<file path="src/div_defines.svh">
`ifndef DIV_DEFINES_SVH
`define DIV_DEFINES_SVH

// operand and result width
`define DIV_XLEN 32

// request tag, carried unchanged to the response
`define DIV_TAG_W 4

// operation select width, four M-extension divide ops
`define DIV_OP_W 2

// divider FSM state encoding width
`define DIV_STATE_W 2

`endif

</file>
<file path="src/div_pkg.sv">
`default_nettype none

`include "div_defines.svh"

package div_pkg;

    typedef enum logic [`DIV_OP_W-1:0] {
        OP_DIV,
        OP_DIVU,
        OP_REM,
        OP_REMU
    } div_op_t;

    // divider sequencing
    typedef enum logic [`DIV_STATE_W-1:0] {
        INIT,
        ITERS,
        CORRECTION,
        DONE
    } div_state_t;

    typedef struct packed {
        div_op_t               op;
        logic [`DIV_XLEN-1:0]  a;
        logic [`DIV_XLEN-1:0]  b;
        logic [`DIV_TAG_W-1:0] tag;
    } div_req_t;

    typedef struct packed {
        logic [`DIV_XLEN-1:0]  result;
        logic [`DIV_TAG_W-1:0] tag;
    } div_resp_t;

endpackage

`default_nettype wire

</file>
<file path="src/div32_nonrestoring_skip.sv">
`default_nettype none

module div32_nonrestoring_skip (
    input  logic        CLK,
    input  logic        nRST,

    input  logic        clear,
    input  logic        is_signed,
    input  logic        stall_if_done,
    output logic        done,

    input  logic [31:0] a_in,
    input  logic [31:0] b_in,

    output logic [31:0] quotient,
    output logic [31:0] remainder
);

    import div_pkg::*;

    // ----------------------------------------------------------
    // state and datapath registers

    div_state_t  state;
    div_state_t  next_state;

    // operand signs and magnitudes, captured in INIT
    logic        a_neg;
    logic        b_neg;
    logic        b_zero;
    logic [32:0] a_abs;
    logic [32:0] b_abs;
    logic [32:0] b_abs_neg;

    // live magnitude of the incoming dividend
    logic [32:0] a_abs_in;

    // msb of the dividend sets where iteration starts
    logic [4:0]  msb_index;
    logic [4:0]  msb_index_in;
    logic [31:0] msb_mask;
    logic [31:0] msb_mask_in;

    logic [4:0]  count;

    // partial remainder and combined dividend / quotient shifter
    logic [32:0] acc;
    logic [32:0] next_acc;
    logic [31:0] quo;
    logic [31:0] next_quo;

    logic [32:0] shifted;
    logic [32:0] rem_fix;

    // ----------------------------------------------------------
    // operand magnitude and msb search

    always_comb begin
        if (is_signed && a_in[31]) begin
            a_abs_in = -{1'b1, a_in};
        end else begin
            a_abs_in = {1'b0, a_in};
        end
    end

    pe_msb #(
        .WIDTH(32)
    ) u_pe_msb (
        .req_vec  (a_abs_in[31:0]),
        .ack_mask (msb_mask_in),
        .ack_index(msb_index_in)
    );

    // ----------------------------------------------------------
    // sequential

    always_ff @(posedge CLK or negedge nRST) begin
        if (!nRST) begin
            state <= INIT;
            count <= '0;
        end else begin
            if (clear) begin
                state <= INIT;
            end else begin
                state <= next_state;
            end

            if (state == INIT) begin
                count <= msb_index_in;
            end else if (state == ITERS) begin
                count <= count - 5'd1;
            end
        end
    end

    always_ff @(posedge CLK) begin
        // operands sampled every INIT cycle until clear drops
        if (state == INIT) begin
            a_neg     <= is_signed & a_in[31];
            b_neg     <= is_signed & b_in[31];
            b_zero    <= (b_in == 32'd0);
            a_abs     <= a_abs_in;
            msb_index <= msb_index_in;
            msb_mask  <= msb_mask_in;
            if (is_signed && b_in[31]) begin
                b_abs     <= -{1'b1, b_in};
                b_abs_neg <= {1'b1, b_in};
            end else begin
                b_abs     <= {1'b0, b_in};
                b_abs_neg <= -{1'b0, b_in};
            end
        end
        acc <= next_acc;
        quo <= next_quo;
    end

    // ----------------------------------------------------------
    // next state and datapath

    always_comb begin
        next_state = state;
        next_acc   = acc;
        next_quo   = quo;
        done       = 1'b0;

        // bring down the next dividend bit
        shifted = {acc[31:0], quo[msb_index]};
        // add back the divisor if the final remainder went negative
        rem_fix = acc + (b_abs & {33{acc[32]}});

        case (state)
            INIT: begin
                next_state = ITERS;
                next_acc   = '0;
                next_quo   = a_abs_in[31:0];
            end

            ITERS: begin
                if (b_zero) begin
                    next_state = DONE;
                    next_acc   = {1'b0, a_in};
                    next_quo   = '1;
                end else if (a_abs < b_abs) begin
                    // quotient is zero, remainder is the dividend itself
                    next_state = DONE;
                    next_acc   = {1'b0, a_in};
                    next_quo   = '0;
                end else begin
                    if (count == 5'd0) begin
                        next_state = CORRECTION;
                    end
                    if (acc[32]) begin
                        next_acc = shifted + b_abs;
                    end else begin
                        next_acc = shifted + b_abs_neg;
                    end
                    next_quo = {quo[30:0], ~next_acc[32]} & msb_mask;
                end
            end

            CORRECTION: begin
                next_state = DONE;
                // remainder follows the dividend sign
                if (a_neg) begin
                    next_acc = -rem_fix;
                end else begin
                    next_acc = rem_fix;
                end
                if (a_neg ^ b_neg) begin
                    next_quo = -quo;
                end
            end

            DONE: begin
                done = 1'b1;
                if (!stall_if_done) begin
                    next_state = INIT;
                end
            end

            default: begin
                next_state = INIT;
            end
        endcase
    end

    assign quotient  = quo;
    assign remainder = acc[31:0];

endmodule

`default_nettype wire

</file>
<file path="src/div_top.sv">
`default_nettype none

module div_top (
    input  logic               CLK,
    input  logic               nRST,

    input  logic               in_req,
    input  div_pkg::div_req_t  in,
    output logic               in_ack,

    output logic               out_req,
    output div_pkg::div_resp_t out,
    input  logic               out_ack
);

    import div_pkg::*;

    logic        req_full;
    logic        req_take;
    div_req_t    req_held;

    logic        resp_full;
    logic        resp_load;
    div_resp_t   resp_data;

    logic        div_clear;
    logic        div_is_signed;
    logic        div_stall;
    logic        div_done;
    logic [31:0] div_a;
    logic [31:0] div_b;
    logic [31:0] div_quotient;
    logic [31:0] div_remainder;

    // request side, load and presentation tied off
    hs_slot #(
        .T(div_req_t)
    ) u_req_slot (
        .CLK      (CLK),
        .nRST     (nRST),
        .up_req   (in_req),
        .up_data  (in),
        .up_ack   (in_ack),
        .full     (req_full),
        .held     (req_held),
        .take     (req_take),
        .down_load(1'b0),
        .down_data('0),
        .dn_req   (),
        .dn_ack   (1'b0)
    );

    div_unit u_div_unit (
        .CLK          (CLK),
        .nRST         (nRST),
        .req_full     (req_full),
        .req          (req_held),
        .req_take     (req_take),
        .resp_full    (resp_full),
        .resp_load    (resp_load),
        .resp         (resp_data),
        .div_clear    (div_clear),
        .div_is_signed(div_is_signed),
        .div_stall    (div_stall),
        .div_done     (div_done),
        .div_a        (div_a),
        .div_b        (div_b),
        .div_quotient (div_quotient),
        .div_remainder(div_remainder)
    );

    div32_nonrestoring_skip u_div (
        .CLK          (CLK),
        .nRST         (nRST),
        .clear        (div_clear),
        .is_signed    (div_is_signed),
        .stall_if_done(div_stall),
        .done         (div_done),
        .a_in         (div_a),
        .b_in         (div_b),
        .quotient     (div_quotient),
        .remainder    (div_remainder)
    );

    // response side, capture and take tied off
    hs_slot #(
        .T(div_resp_t)
    ) u_resp_slot (
        .CLK      (CLK),
        .nRST     (nRST),
        .up_req   (1'b0),
        .up_data  ('0),
        .up_ack   (),
        .full     (resp_full),
        .held     (out),
        .take     (1'b0),
        .down_load(resp_load),
        .down_data(resp_data),
        .dn_req   (out_req),
        .dn_ack   (out_ack)
    );

endmodule

`default_nettype wire

</file>
<file path="src/div_unit.sv">
`default_nettype none

module div_unit (
    input  logic               CLK,
    input  logic               nRST,

    // request slot
    input  logic               req_full,
    input  div_pkg::div_req_t  req,
    output logic               req_take,

    // response slot
    input  logic               resp_full,
    output logic               resp_load,
    output div_pkg::div_resp_t resp,

    // divider control
    output logic               div_clear,
    output logic               div_is_signed,
    output logic               div_stall,
    input  logic               div_done,

    // divider data
    output logic [31:0]        div_a,
    output logic [31:0]        div_b,
    input  logic [31:0]        div_quotient,
    input  logic [31:0]        div_remainder
);

    import div_pkg::*;

    logic busy;
    logic finish;
    logic sel_rem;

    // ----------------------------------------------------------
    // sequencing

    // result handed off only when the response slot has room
    assign finish = busy & div_done & ~resp_full;

    always_ff @(posedge CLK or negedge nRST) begin
        if (!nRST) begin
            busy <= 1'b0;
        end else begin
            if (!busy && req_full) begin
                busy <= 1'b1;
            end else if (finish) begin
                busy <= 1'b0;
            end
        end
    end

    // divider parked in INIT while idle and on hand-off
    assign div_clear = ~busy | finish;
    assign div_stall = resp_full;

    assign req_take  = finish;
    assign resp_load = finish;

    // ----------------------------------------------------------
    // decode and result select

    always_comb begin
        div_is_signed = (req.op == OP_DIV) || (req.op == OP_REM);
        sel_rem       = (req.op == OP_REM) || (req.op == OP_REMU);
    end

    assign div_a = req.a;
    assign div_b = req.b;

    always_comb begin
        resp.tag = req.tag;
        if (sel_rem) begin
            resp.result = div_remainder;
        end else begin
            resp.result = div_quotient;
        end
    end

endmodule

`default_nettype wire

</file>
<file path="src/hs_slot.sv">
`default_nettype none

module hs_slot #(
    parameter type T = logic
) (
    input  logic CLK,
    input  logic nRST,

    // four-phase capture side
    input  logic up_req,
    input  T     up_data,
    output logic up_ack,

    // local valid/take view of the stored entry
    output logic full,
    output T     held,
    input  logic take,

    // local load and four-phase presentation side
    input  logic down_load,
    input  T     down_data,
    output logic dn_req,
    input  logic dn_ack
);

    logic valid;
    logic dn_wait;
    logic capture;

    // new capture only once the previous ack has dropped
    assign capture = up_req & ~up_ack & ~full;

    always_ff @(posedge CLK or negedge nRST) begin
        if (!nRST) begin
            valid   <= 1'b0;
            up_ack  <= 1'b0;
            dn_wait <= 1'b0;
        end else begin
            if (capture || down_load) begin
                valid <= 1'b1;
            end else if (take || (valid && dn_ack)) begin
                valid <= 1'b0;
            end

            if (capture) begin
                up_ack <= 1'b1;
            end else if (!up_req) begin
                up_ack <= 1'b0;
            end

            // hold off the next presentation until ack returns low
            if (valid && dn_ack) begin
                dn_wait <= 1'b1;
            end else if (!dn_ack) begin
                dn_wait <= 1'b0;
            end
        end
    end

    always_ff @(posedge CLK) begin
        if (capture) begin
            held <= up_data;
        end else if (down_load) begin
            held <= down_data;
        end
    end

    assign full   = valid | dn_wait;
    assign dn_req = valid;

endmodule

`default_nettype wire

</file>
<file path="src/pe_msb.sv">
`default_nettype none

module pe_msb #(
    parameter int WIDTH = 32
) (
    input  logic [WIDTH-1:0]         req_vec,
    output logic [WIDTH-1:0]         ack_mask,
    output logic [$clog2(WIDTH)-1:0] ack_index
);

    localparam int IDX_W = $clog2(WIDTH);

    // highest set bit wins, scanning upward
    always_comb begin
        ack_index = '0;
        for (int i = 0; i < WIDTH; i++) begin
            if (req_vec[i]) begin
                ack_index = IDX_W'(i);
            end
        end
    end

    // smear the top set bit down to bit zero
    always_comb begin
        logic seen;
        seen = 1'b0;
        for (int i = WIDTH - 1; i >= 0; i--) begin
            seen = seen | req_vec[i];
            ack_mask[i] = seen;
        end
        // all-zero input still keeps bit zero in the mask
        ack_mask[0] = 1'b1;
    end

endmodule

`default_nettype wire

</file>
<file path="config.mk">
export PLATFORM = sky130hd
export DESIGN_NAME = div_top
export DESIGN_NICKNAME = d
export VERILOG_FILES = /design/src/div_pkg.sv /design/src/div32_nonrestoring_skip.sv /design/src/div_top.sv /design/src/div_unit.sv /design/src/hs_slot.sv /design/src/pe_msb.sv
export VERILOG_INCLUDE_DIRS = /design/src
export SDC_FILE = /design/constraint.sdc
export NUM_CORES = 1
export LEC_CHECK = 0
export BUFFER_PORTS_ARGS = -buffer_cell sky130_fd_sc_hd__buf_2
export CORE_MARGIN = 1.5
export CORE_UTILIZATION = 55
export CTS_BUF_LIST = sky130_fd_sc_hd__clkbuf_8
export DETAILED_ROUTE_END_ITERATION = 16
export HOLD_SLACK_MARGIN = 0.1
export MAX_ROUTING_LAYER = met4
export PLACE_DENSITY = 0.76
export SLEW_MARGIN = 20
export SYNTH_ARGS = -nofsm -noshare
export SYNTH_HDL_FRONTEND = slang
export SYNTH_SLANG_ARGS = --single-unit
</file>
<file path="constraint.sdc">
create_clock -name CLK -period 6.4 [get_ports CLK]
set_input_delay 1.92 -clock CLK [delete_from_list [all_inputs] [get_ports CLK]]
set_output_delay 1.92 -clock CLK [all_outputs]
set_load 0.1 [all_outputs]
</file>
==> run summary, run 1 <==
The run finished with clean final reports. The area growth from synthesis to layout is 9.72%. The worst setup path is launched from a flop.

The largest delay contributor family on the critical path was compound AO/OA/AOI/OAI gates. Counting both buffers and inverters, the worst setup path holds a total of 0. The number of antenna violations at the first check in global routing came out at 1.

Across the run, the number of max-cap violations was 0. 112 I/O pins were placed. Input and output buffers added on the ports amount to 111.

The max-slew violation total from the final report was 0; the wire length reported by the detailed router was 66,200 µm. The global routing usage summed across all routing layers was 34.9%. The number of flops mapped to enable cells by yosys is 307.

The type of the worst setup path is reg -> reg. The number of setup violations in the final report was 0; the effective utilization at floorplan was 55.9%. The netlist uses 81 different library cells. Headroom to the max-slew limit came out at 32.0%.

The top cell type by area accounts for 43.7% of the synthesized area. From left edge to right edge, the die measures 199 µm. The routability congestion estimate was 1.10; the peak supply drop was 0.000581 V.

The run gives 16,100 as the via count of the first global-routing pass. The die covers 39,600 µm². Power spread over the standard cell area amounts to 532 nW/µm². For the worst-skew pair, the clock arrives at the later sink with an insertion delay of 0.64 ns. For this block, the initial DRC count from the detailed router was 2,169.

Overall power consumption after layout is estimated at 12.3 mW. For this run, the number of Yosys warnings is 0. The slew at the pin with the worst max-slew slack was 1.02 ns. The number of buffers inserted for hold repair after clock tree synthesis was 0. Global routing finished with a remaining overflow of 0. At the worst endpoint, the required time is 6.77 ns. Once placement finished, the instance area stood at 22,200 µm². The floorplan has 71 rows.

Of the cells placed in the final design, the portion with a size suffix greater than 1 is 14.7%. For the final database, setup skew stands at 0.0169 ns. The worst path in the final design needs a cycle of 5.48 ns, including I/O delays and setup. The logs give 0 for the number of failing hold endpoints at the final stage and 1.07 ns for the worst setup slack before clock tree synthesis.

The critical path goes through mux4_2, mux4_2, mux2_2, ha_1, a211o_1, a21oi_1, a21oi_1, nor4b_1, nor4_1, o31ai_1, a21oi_1, or3_1, a31oi_1, o21ai_0. Share of synthesized flip-flops with an asynchronous set or reset: 3.76%. After clock tree synthesis, the setup repair step added 0 buffers.

The master of the slowest instance on the critical path is nor4b_1. The largest stage delay on the critical path was 0.68 ns; the floorplan die height was 199 µm. The period utilization is 85.7%. TritonCTS built the clock tree. The cell repeated most along the worst path is a21oi_1. In this run the remaining antenna-violating nets after routing total 0. The detail-routed net length per standard cell was 24.3 µm. The first TritonRoute pass finished after 6 iterations. The largest net degree at the start of global routing was 91; the total standard cell area after synthesis was 21,100 µm². For this run, the share of the core covered by cells in the final layout is 61.4%. The smallest setup slack after layout is 0.917 ns, and the clock edge transition at the registers on the reported setup and hold paths is 0.06 ns.

edfxtp_1 takes more of the synthesized area than any other cell. Of all nets on the critical path, the largest fanout is 8. The clock passes through at most 3 buffers.

Among all flip-flop cells after synthesis, the most frequent one is edfxtp_1. Setup repair after global routing left no endpoint under its margin. The tools report the number of remaining DRC errors as 0. The path class of the tightest hold or removal check is reg -> reg. Summed over all cells, the static leakage comes to 8.88 nW.

Derived from the worst setup path, the maximum achievable clock frequency is 0.182 GHz. The final route contains 17,500 vias. After legalization and detailed placement, the total HPWL measured 50,600 µm. The flop and latch count out of synthesis is 319, and the endpoint arrival time on the critical path is 5.85 ns. Synthesis handed over a netlist of 2,074 instances. Ranked by total cell area, the synthesized netlist is headed by edfxtp_1 44%, ha_1 6.3%, xnor2_1 4.1%. The tools report the number of sinks on the clock net as 319. The area of the core was 37,800 µm²; the mean number of vias per cell was 6.44.

In the final design database the tool counted 2,352 nets. The first global-routing pass estimated 98,400 µm of wire. Clock tree synthesis inserted a total of 51 buffers.

The run gives 0 ns as the post-route setup TNS. The finished cells cover 23,200 µm². Summing the sequential cell areas from Yosys gives 45.1% of the chip area. The cell at the root of the clock tree was clkbuf_8. The H-tree generated during clock tree synthesis spans 2 levels. The average instance in the mapped netlist occupies 10.2 µm².

The number of gates resized after CTS was 0. STA classifies the critical path endpoint as a flop.
==> logic make-up after synthesis <==
family	share of synthesized area [%]
other	0.0178
DFF	45.1
buffers and inverters	3.34
xor gates and xnor gates	7.18
muxes	5.14
AOI/OAI and AO/OA	17.0
and+or+nand+nor	15.8
adders and majority gates	6.47
==> power breakdown <==
part,leakage (nW),internal (mW),switching (mW),total [mW]
Clock,0.555,0.903,0.823,1.73
Sequential,3.02,3.33,0.849,4.18
Combinational,5.31,2.31,4.12,6.43
Total,8.88,6.55,5.79,12.3
==> synthesized netlist by cell type (25+ instances only) <==
cell type,instances
a21o_1,35
a21oi_1,110
a2bb2oi_1,27
a31oi_1,52
and2_1,43
clkbuf_1,87
edfxtp_1,307
ha_1,106
inv_1,87
mux2_2,72
nand2_1,139
nand3_1,32
nor2_1,200
nor3_1,64
nor4_1,29
o21ai_0,89
o31ai_1,27
or3_1,25
xnor2_1,100
xor2_1,73
==> final cells by class <==
type	count	area, µm²
flip-flops and latches	319	9520
repair buffers	137	754
well taps	511	639
fillers	3129	14600
inverters	92	345
diodes	1	2.50
multi-input cells	1569	10900
clock inverters	31	183
clock buffers	58	798
==> stage by stage <==
stage	hold slack, ns	cells
6_report	0.422	2718
5_1_grt	0.425	2717
3_3_place_gp	0.403	2628
3_5_place_dp	0.406	2628
4_1_cts	0.420	2717
2_1_floorplan	0.400	2075
==> path summary, 6_finish.rpt <==
path	startpoint	end	slack (ns)	depth (start not counted)
setup reg to reg	u_div.msb_index[0]	u_div.acc[31]	0.92	14
hold reg to reg	u_req_slot.held[0]	u_resp_slot.held[0]	0.42	0
max in group asynchronous	nRST	u_div.count[2]	5.04	1
setup / recovery	u_div.msb_index[0]	u_div.acc[31]	0.92	14
hold / removal	u_req_slot.held[0]	u_resp_slot.held[0]	0.42	0
min in group asynchronous	nRST	u_req_slot.up_ack	1.14	1
==> routing by layer <==
metal | global-route usage [%] | routed length, µm
met5 | - | 0
met2 | 47.4 | 26600
met3 | 7.10 | 7960
met1 | 49.2 | 27700
met4 | 18.1 | 3880
==> sequential cells by signal, indices dropped and copies added (netlist names) <==
register,cells
u_req_slot.held,70
u_resp_slot.held,36
u_div.a_abs,33
u_div.acc,33
u_div.b_abs_neg,33
u_div.b_abs,32
u_div.quotient,32
u_div.msb_mask,30
u_div.count,5
u_div.msb_index,5
u_div.state,2
u_div.a_neg,1
u_div.b_neg,1
u_div.b_zero,1
u_div_unit.busy,1
u_req_slot.dn_req,1
u_req_slot.up_ack,1
u_resp_slot.dn_req,1
u_resp_slot.dn_wait,1
==> cell usage in the layout (no fill, tap or decap), drive strengths merged, types with 52 or more instances in the layout <==
master / netlist / layout
buf: 7 / 137
inv: 92 / 108
nor3: 64 / 64
edfxtp: 307 / 307
clkbuf: 88 / 58
a21oi: 110 / 110
xor2: 73 / 73
xnor2: 100 / 100
o21ai: 89 / 89
ha: 106 / 106
nor2: 202 / 202
nand2: 139 / 139
a31oi: 52 / 52
mux2: 72 / 72
No activity file was read; power rests on OpenSTA's default activity.
==> run 2, diff against run 1 <==
PLACE_DENSITY = 0.73   (was 0.76)
clock period = 5.13 ns   (was 6.4 ns; I/O delays follow)
==> run 2 against run 1 <==
Against the previous run:
- global-route usage is 0.41 points higher
- maximum frequency is 9.8% higher
- combinational power is 33% higher
- sequential power is 21% higher
- critical path depth is 2 higher
- die area stayed put
- non-clock buffer count is 48 higher
- clock skew is 0.012 ns higher
- wire length is 2.3% higher
- clock power is 33% higher
- flip-flop and latch count stayed put
- critical endpoint is now u_div.acc[29]
- largest power group unchanged
==> run summary, run 2 (synthesis gave the netlist of run 1 again) <==
STA puts the critical path data arrival time at 5.36 ns. Input and output buffers added on the ports amount to 111. For this run, the share of the core covered by cells in the final layout is 62.8%. Routability-driven placement finished with a final weighted congestion of 1.04.

For the pin with the worst max-slew slack, the measured transition is 1.03 ns. The run gives 53.8% as the portion of total power attributed to combinational logic. The largest net degree at the start of global routing came out at 79.

Clock tree synthesis found a total of 319 sinks. The register with the highest flop count is u_req_slot.held. The run gives 35.3% as the global routing usage summed across all routing layers. Of the total power, registers draw 31.7%. Timing would allow up to 0.200 GHz. The critical path in this run is classified as reg -> reg. Relative to the synthesized area, the layout overhead comes to 12.2%. The register with the most flip-flops in the layout has 70 of them. The net count of the finished layout is 2,403. The run gives 55.9% as the effective utilization at floorplan. Via count of the first global-routing pass: 16,400. The die is 199 µm wide. In the final routed layout, each cell accounts on average for 24.4 µm. With fillers left out, the area of the finished cells amounts to 23,700 µm². The maximum clock skew at final layout is 0.0285 ns.

VDD sags by at most 0.000827 V. The floorplan has 71 rows. The number of antenna violations at the first check in global routing is 0. Internal power comes to 8.50 mW.

Counting instances, the worst hold path has a depth of 0. For the worst setup path, the data required time is 5.49 ns. Remaining max-slew budget at the tightest pin: 31.4%.

The worst setup path is captured at a flop. The kind of path behind the tightest hold check was reg -> reg. The fraction of power consumed by the clock network was 14.5%; the first-pass GRT wire length was 99,800 µm. In this run the power density over the cells is 671 nW/µm². The floorplan die height came out at 199 µm. The largest registers in the layout are u_req_slot.held (70), u_resp_slot.held (36). Counting the buffers created by CTS gives 54. Net switching is 46.6% of the power.

For the smallest setup slack after layout, the log shows 0.136 ns. Summed over all cells, the static leakage comes to 9.19 nW. The total cell area at the placement stage was 22,600 µm²; the maximum fanout along the worst path was 8. After the first detailed-routing iteration, the DRC count stood at 2,201. The slowest stage of the critical path belongs to the cell mux4_2. The largest stage delay on the critical path was 0.54 ns.

The analysis attributes to net switching a power of 7.41 mW. Traced cell by cell, the critical path runs through buf_12, mux4_2, mux4_2, mux2_4, ha_1, a211o_1, a21oi_1, a21oi_1, nor4b_1, buf_4, nor4_1, o31ai_2, a21oi_1, or3_1, a31oi_1, o22ai_1. TritonCTS built the clock tree.

The detail route stage leaves a number of antenna-violating nets equal to 0. Layout cell share with drive strength beyond 1: 17.3%. The top cell types in the final layout, fill and taps aside, are 307 x edfxtp_1, 200 x nor2_1, 139 x nand2_1. The logs give 0.64 ns for the clock network latency to the later pin of the worst-skew pair and 52,200 µm for the HPWL after detailed placement.

Count of boundary I/O pins: 112. The area of the core is 37,800 µm². The cell that appears most often on the critical path is a21oi_1. The tightest hold path in the finished design has a slack of 0.421 ns.

The routed layout has 17,800 vias. After detailed routing, the number of vias per cell comes to 6.42. The cell at the root of the clock tree is clkbuf_8. The tools report the wire length reported by the detailed router as 67,700 µm. The max-slew violation total from the final report is 0. Setup violations remaining at the end of the flow were counted as 0. For the die footprint, the log shows 39,600 µm². The tools report the worst setup slack before clock tree synthesis as 0.0386 ns. The most common library cell in the layout ignoring fill and taps is edfxtp_1. The tools report the kind of launch point of the worst setup path as a flop.

Across the run, the number of max-cap violations was 0. The run finished with clean final reports. The number of cells traversed by the worst register-to-register path was 16; the period utilization was 97.4%. After detailed routing, the number of remaining DRC violations is 0. After clock tree synthesis, the clock-pin slew on the worst setup and hold paths is 0.06 ns. For this run, the detailed router's first-pass iteration total came to 6. The tools report the maximum clock path buffer count as 3. CTS built an H-tree with a depth of 2. The number of failing hold endpoints at the final stage is 0. The fill cell total of the finished layout is 3,109.

After global routing the overflow that remains totals 0. The smallest clock period supported by the final layout is computed as 4.99 ns.
-- run 2: cell count changes in the layout (fill, tap and decap cells not counted), moves of 2 or more --
cell       previous run  this run
a211oi_1             20        18
buf_12                0         3
buf_4                25        71
bufinv_16             2         4
clkbuf_8             58        56
clkinv_2              2        14
inv_1               102        99
o21ai_0              89        87
-- run 2: area by class of cell --
| cell class | instances | area (µm²) | area share (%) |
|---|---|---|---|
| multi-input cells | 1569 | 11000 | 46.3 |
| flip-flops and latches | 319 | 9520 | 40.2 |
| repair buffers | 185 | 1150 | 4.85 |
| clock buffers | 56 | 771 | 3.25 |
| well taps | 511 | 639 | 2.70 |
| inverters | 92 | 345 | 1.46 |
| clock inverters | 44 | 308 | 1.30 |
| diodes | 1 | 2.50 | 0.0106 |
-- run 2: worst paths after layout --
kind | from | slack (ns) | to
max | u_div.msb_index[0] | 0.14 | u_div.acc[29]
min | u_req_slot.held[2] | 0.42 | u_resp_slot.held[2]
max reg2reg | u_div.msb_index[0] | 0.14 | u_div.acc[29]
min reg2reg | u_req_slot.held[2] | 0.42 | u_resp_slot.held[2]
max in group asynchronous | nRST | 4.14 | u_div.count[0]
min in group asynchronous | nRST | 0.78 | u_req_slot.up_ack
-- run 2: what timing repair did --
item | CTS | global route
buffers inserted | 0 | 3
endpoints found under the setup margin | 1 | 14
pin swaps | 0 | 1
hold buffers | 0 | 0
gates resized for setup | 1 | 9
-- run 2: metrics by stage --
| step | instances | TNS (ns) | power, mW |
|---|---|---|---|
| after floorplan | 2075 | 0 | 10.6 |
| after detailed placement | 2673 | 0 | 13.3 |
| after CTS | 2773 | 0 | 15.6 |
| after global routing | 2776 | -0.0269 | 16.7 |
| after global placement | 2673 | 0 | 13.2 |
| final | 2777 | 0 | 15.9 |
-- run 2: power by group through the flow --
stage	logic [mW]	registers, mW	clock network (mW)
3_5_place_dp	8.26	5.03	0
4_1_cts	8.32	4.98	2.34
6_report	8.57	5.04	2.30
2_1_floorplan	5.44	5.17	0
3_3_place_gp	8.16	4.99	0
5_1_grt	9.19	5.07	2.44
-- run 2: worst max-delay path, delay by kind of cell, from the launching register on --
kind	cells	cell delay, ns
AOI/OAI and AO/OA	7	1.64
muxes	3	1.39
and+or+nand+nor	3	0.71
DFF	1	0.38
buffers and inverters	2	0.34
adders and majority gates	1	0.26
-- run 2: per-layer routing --
metal	up-vias	wire, µm	global-route usage, %
met5	-	0	-
met3	157	8140	8.04
li1	8138	-	-
met2	1047	27300	47.2
met4	0	3560	16.9
met1	8499	28700	50.4
==> run 3, diff against run 2 <==
ABC_AREA = 1   (was not set)
==> run 3 against run 2 <==
Against the previous run:
- critical path depth rose by 9
- utilization decreased by 1.4 points
- combinational power is 16% lower
- critical path type unchanged
==> run summary, run 3 <==
The run finished with clean final reports. After synthesis, the most frequently instantiated cells are 509 x nand2_1, 348 x inv_1, 307 x edfxtp_1, 263 x o21ai_0, 194 x a21oi_1. The clock network is responsible for 14.8% of the overall power. The tools report the peak supply drop as 0.000458 V. The longest clock path from root to sink contains 3 buffers.

Along the worst hold path, the cell count comes to 0. Counting the buffers created by CTS gives 55. Static timing analysis puts the maximum clock frequency at 0.215 GHz.

For this run, design rule violations remaining after detail routing come to 0. The tools report the post-CTS setup-driven buffer insertion count as 0. Before CTS, the worst setup slack after placement is 0.400 ns. The worst register-to-register path has a depth of 25.

The number of flip-flops under the largest register name works out to 70. TritonCTS built the clock tree. Hold path startpoint: u_req_slot.held[3]. Max-cap violations in this run came to 0. The endpoint identified for the worst register-to-register timing path is u_div.quotient[0]. The tools report the number of detailed-routing iterations run before antenna repair as 7. On the worst path, the slowest cell contributes a delay of 0.45 ns.

STA classifies the critical path endpoint as a flop. Subtracting the final worst setup slack from the clock period gives 4.65 ns. Most common library cell in the layout ignoring fill and taps: nand2_1.

In this run, synthesis inferred 307 flip-flops with an integrated enable. By instance count, the leading cell after synthesis is nand2_1. The power per unit of standard cell area came out at 615 nW/µm². STA puts the critical path data required time at 5.48 ns. Net switching is 49.0% of the power. The logs give 319 for the number of sinks on the clock net and 17,200 for the via count of the first global-routing pass. The max-slew violation total from the final report came out at 0.

At the worst endpoint, the arrival time is 5.00 ns. Summed over all nets, the switching power comes to 6.95 mW. The master of the slowest instance on the critical path was edfxtp_1. 112 I/O pins were placed. The synthesized netlist occupies a cell area of 20,900 µm². The share of synthesized flip-flops with an asynchronous set or reset was 3.76%; the remaining max-slew budget at the tightest pin was 35.8%.

After legalization and detailed placement, the total HPWL measured 48,800 µm. In this run, synthesis produced a sequential element count of 319. Primary flip-flop cell chosen by synthesis mapping: edfxtp_1. For this run, the number of standard cells in the final layout without fillers is 3,155.

Combinational logic is responsible for 51.0% of the overall power. The repair_antennas step left the layout with diodes totalling 0. The worst path meets setup with 0.480 ns of slack.

The detailed router finished its first iteration with 1,731 violations. The layout cell share with drive strength beyond 1 was 11.3%. The largest registers in the layout are u_req_slot.held (70), u_resp_slot.held (36). The tools report the count of synthesis-stage warnings from yosys as 0. Synthesis produced a netlist whose cell count is 2,480. The register with the highest flop count is u_req_slot.held. The worst path uses 90.6% of the clock period.

Setup repair after global routing left no endpoint under its margin. For this run, the register share of the synthesized area comes to 45.5%. The run gives 1 as the number of antenna violations at the first check in global routing. Detailed routing inserted a total of 18,300 vias.

The sequential share of power is 34.2%. Synthesis-to-finish area growth: 10.3%. STA classifies the critical path startpoint as a flop. Setup violations remaining at the end of the flow were counted as 0. The total area inside the core boundary comes to 37,600 µm². For this design, the CTS-stage hold fixing added 0 buffers.

For this run, the post-layout net count is 2,785. Clock edge transition at the registers on the reported setup and hold paths: 0.07 ns. The largest area contributor in the synthesized netlist is edfxtp_1. In this run the mean area of a mapped cell was 8.43 µm².

Counting buffers and inverters, the worst setup path is 25 cells deep. The count of placed standard cells including taps is 3,057. The worst register-to-register path begins at u_div.msb_index[0]. The tools report the routability congestion estimate as 0.986. The worst hold path terminates at u_resp_slot.held[3]. The library cells used most frequently in the layout, excluding fill and tap cells, are 509 x nand2_1, 362 x inv_1, 307 x edfxtp_1. Kind of path behind the tightest hold check: reg -> reg. Largest delay contributor family on the critical path: compound AO/OA/AOI/OAI gates. The worst setup path is of the reg -> reg kind. Yosys attributes the largest share of cell area to edfxtp_1 44%, nand2_1 9.1%, ha_1 6.3%.

The die covers 39,200 µm². Clock skew on the completed layout was measured at 0.0281 ns. Counting the fill cells in the layout gives 3,372. The critical path contains buffers and inverters numbering 3 combined.

Yosys mapped the design onto 64 distinct sky130hd cell types. Summed over all cells, the static leakage comes to 10.0 nW. For the post-route setup TNS, the log shows 0 ns. For this block, the routed nets add up to 64,300 µm of wire. The die is 198 µm wide. The reg-to-reg setup timing slack is 0.48 ns. The first global-routing pass estimated 97,400 µm of wire. The number of input and output port buffers inserted came out at 111.

Once the floorplan was initialized, standard cells occupied 55.6% of the core. The sum of overflow across all layers after global routing is 0. The number of failing hold endpoints at the final stage was 0; the maximum fanout along the worst path was 19.

At the pin with the least slew margin, the transition time is 0.963 ns. Dividing the detail-routed wire length by the instance count gives 20.4 µm. The tools report the global routing usage summed across all routing layers as 34.2%. The floorplan die height is 198 µm, and the antenna violation net count after detailed routing is 0. The number of H-tree levels is 2, and the final design utilization is 61.4%. Fraction of synthesized cell area taken by the top area cell type: 44.1%. The internal portion of the total power is 7.22 mW. The largest net degree at the start of global routing is 81. The logs give 14.2 mW for the total power and 71 for the placement row count. The tools report the clock network latency to the later pin of the worst-skew pair as 0.67 ns. The cell at the root of the clock tree is clkbuf_8.

Mean number of vias per cell: 5.81.
[run 3: how the worst max path moves through the flow]
stage                              to  slack, ns               start
finish              u_div.quotient[0]       0.48  u_div.msb_index[0]
global route            u_div.acc[22]       0.06  u_div.msb_index[0]
CTS                     u_div.acc[24]       0.35  u_div.msb_index[0]
detailed placement      u_div.acc[24]       0.40  u_div.msb_index[0]
global placement        u_div.acc[24]       0.50  u_div.msb_index[0]
floorplan              u_div.count[0]       0.30      u_div.state[0]
[run 3: final cells by class]
cell class	instances	area (µm²)	area share (%)
Multi-Input combinational cell	1728	9790	42.5
Inverter	359	1350	5.84
Timing Repair Buffer	140	811	3.52
Tap cell	511	639	2.77
Clock inverter	43	191	0.830
Sequential cell	319	9520	41.3
Clock buffer	55	757	3.28
[run 3: layer usage]
layer	vias to the layer above	wire, µm	track usage (%)
met5	-	0	-
li1	8725	-	-
met1	8521	26900	44.4
met3	208	4860	4.04
met2	879	28200	51.5
met4	0	4320	21.1
[run 3: power by group through the flow]
| stage | clock [mW] | sequential (mW) | combinational [mW] |
|---|---|---|---|
| 2_1_floorplan | 0 | 4.99 | 4.74 |
| 3_3_place_gp | 0 | 4.85 | 6.95 |
| 3_5_place_dp | 0 | 4.87 | 7.07 |
| 4_1_cts | 2.14 | 4.82 | 7.11 |
| 5_1_grt | 2.24 | 4.90 | 7.99 |
| 6_report | 2.10 | 4.84 | 7.22 |
[run 3: worst reg2reg max path, cell delays in order (launching register included)]
cell      delay, ns
edfxtp_1       0.45
inv_1          0.11
buf_4          0.21
o21ai_0        0.12
a21oi_1        0.11
o21ai_0        0.09
nand3_1        0.14
a32oi_1        0.20
ha_1           0.30
fa_1           0.41
nand3_1        0.09
nand2_1        0.09
a21boi_1       0.20
o21bai_1       0.09
a21oi_1        0.20
o21ai_1        0.13
buf_4          0.17
nand4_1        0.06
o211ai_1       0.16
nand3_1        0.12
nand2_1        0.11
a41oi_1        0.26
xor2_1         0.22
o21ai_0        0.12
nand2_1        0.10
a22oi_1        0.07
[run 3: per-stage QoR]
stage / hold WS (ns) / cell area (µm²)
6_report: 0.416 / 23100
5_1_grt: 0.434 / 23100
4_1_cts: 0.422 / 23100
3_5_place_dp: 0.406 / 22100
3_3_place_gp: 0.401 / 22100
2_1_floorplan: 0.400 / 20900
[run 3: cells by family (layout without fill, tap and decap cells)]
logic type | after synthesis | after routing | synth area share (%)
AO/OA/AOI/OAI | 584 | 584 | 15.5
XOR/XNOR | 108 | 108 | 4.74
adder cells (fa/ha/maj) | 108 | 108 | 6.54
buffers and inverters | 434 | 597 | 7.83
flip-flops | 319 | 319 | 45.5
multiplexers | 2 | 2 | 0.108
other | 1 | 2 | 0.0179
AND/OR/NAND/NOR | 924 | 924 | 19.8
[run 3: repair_timing]
action                                  4_1_cts  5_1_grt
gates resized for setup                       0        3
hold endpoints to repair                      0        0
endpoints found under the setup margin        0        3
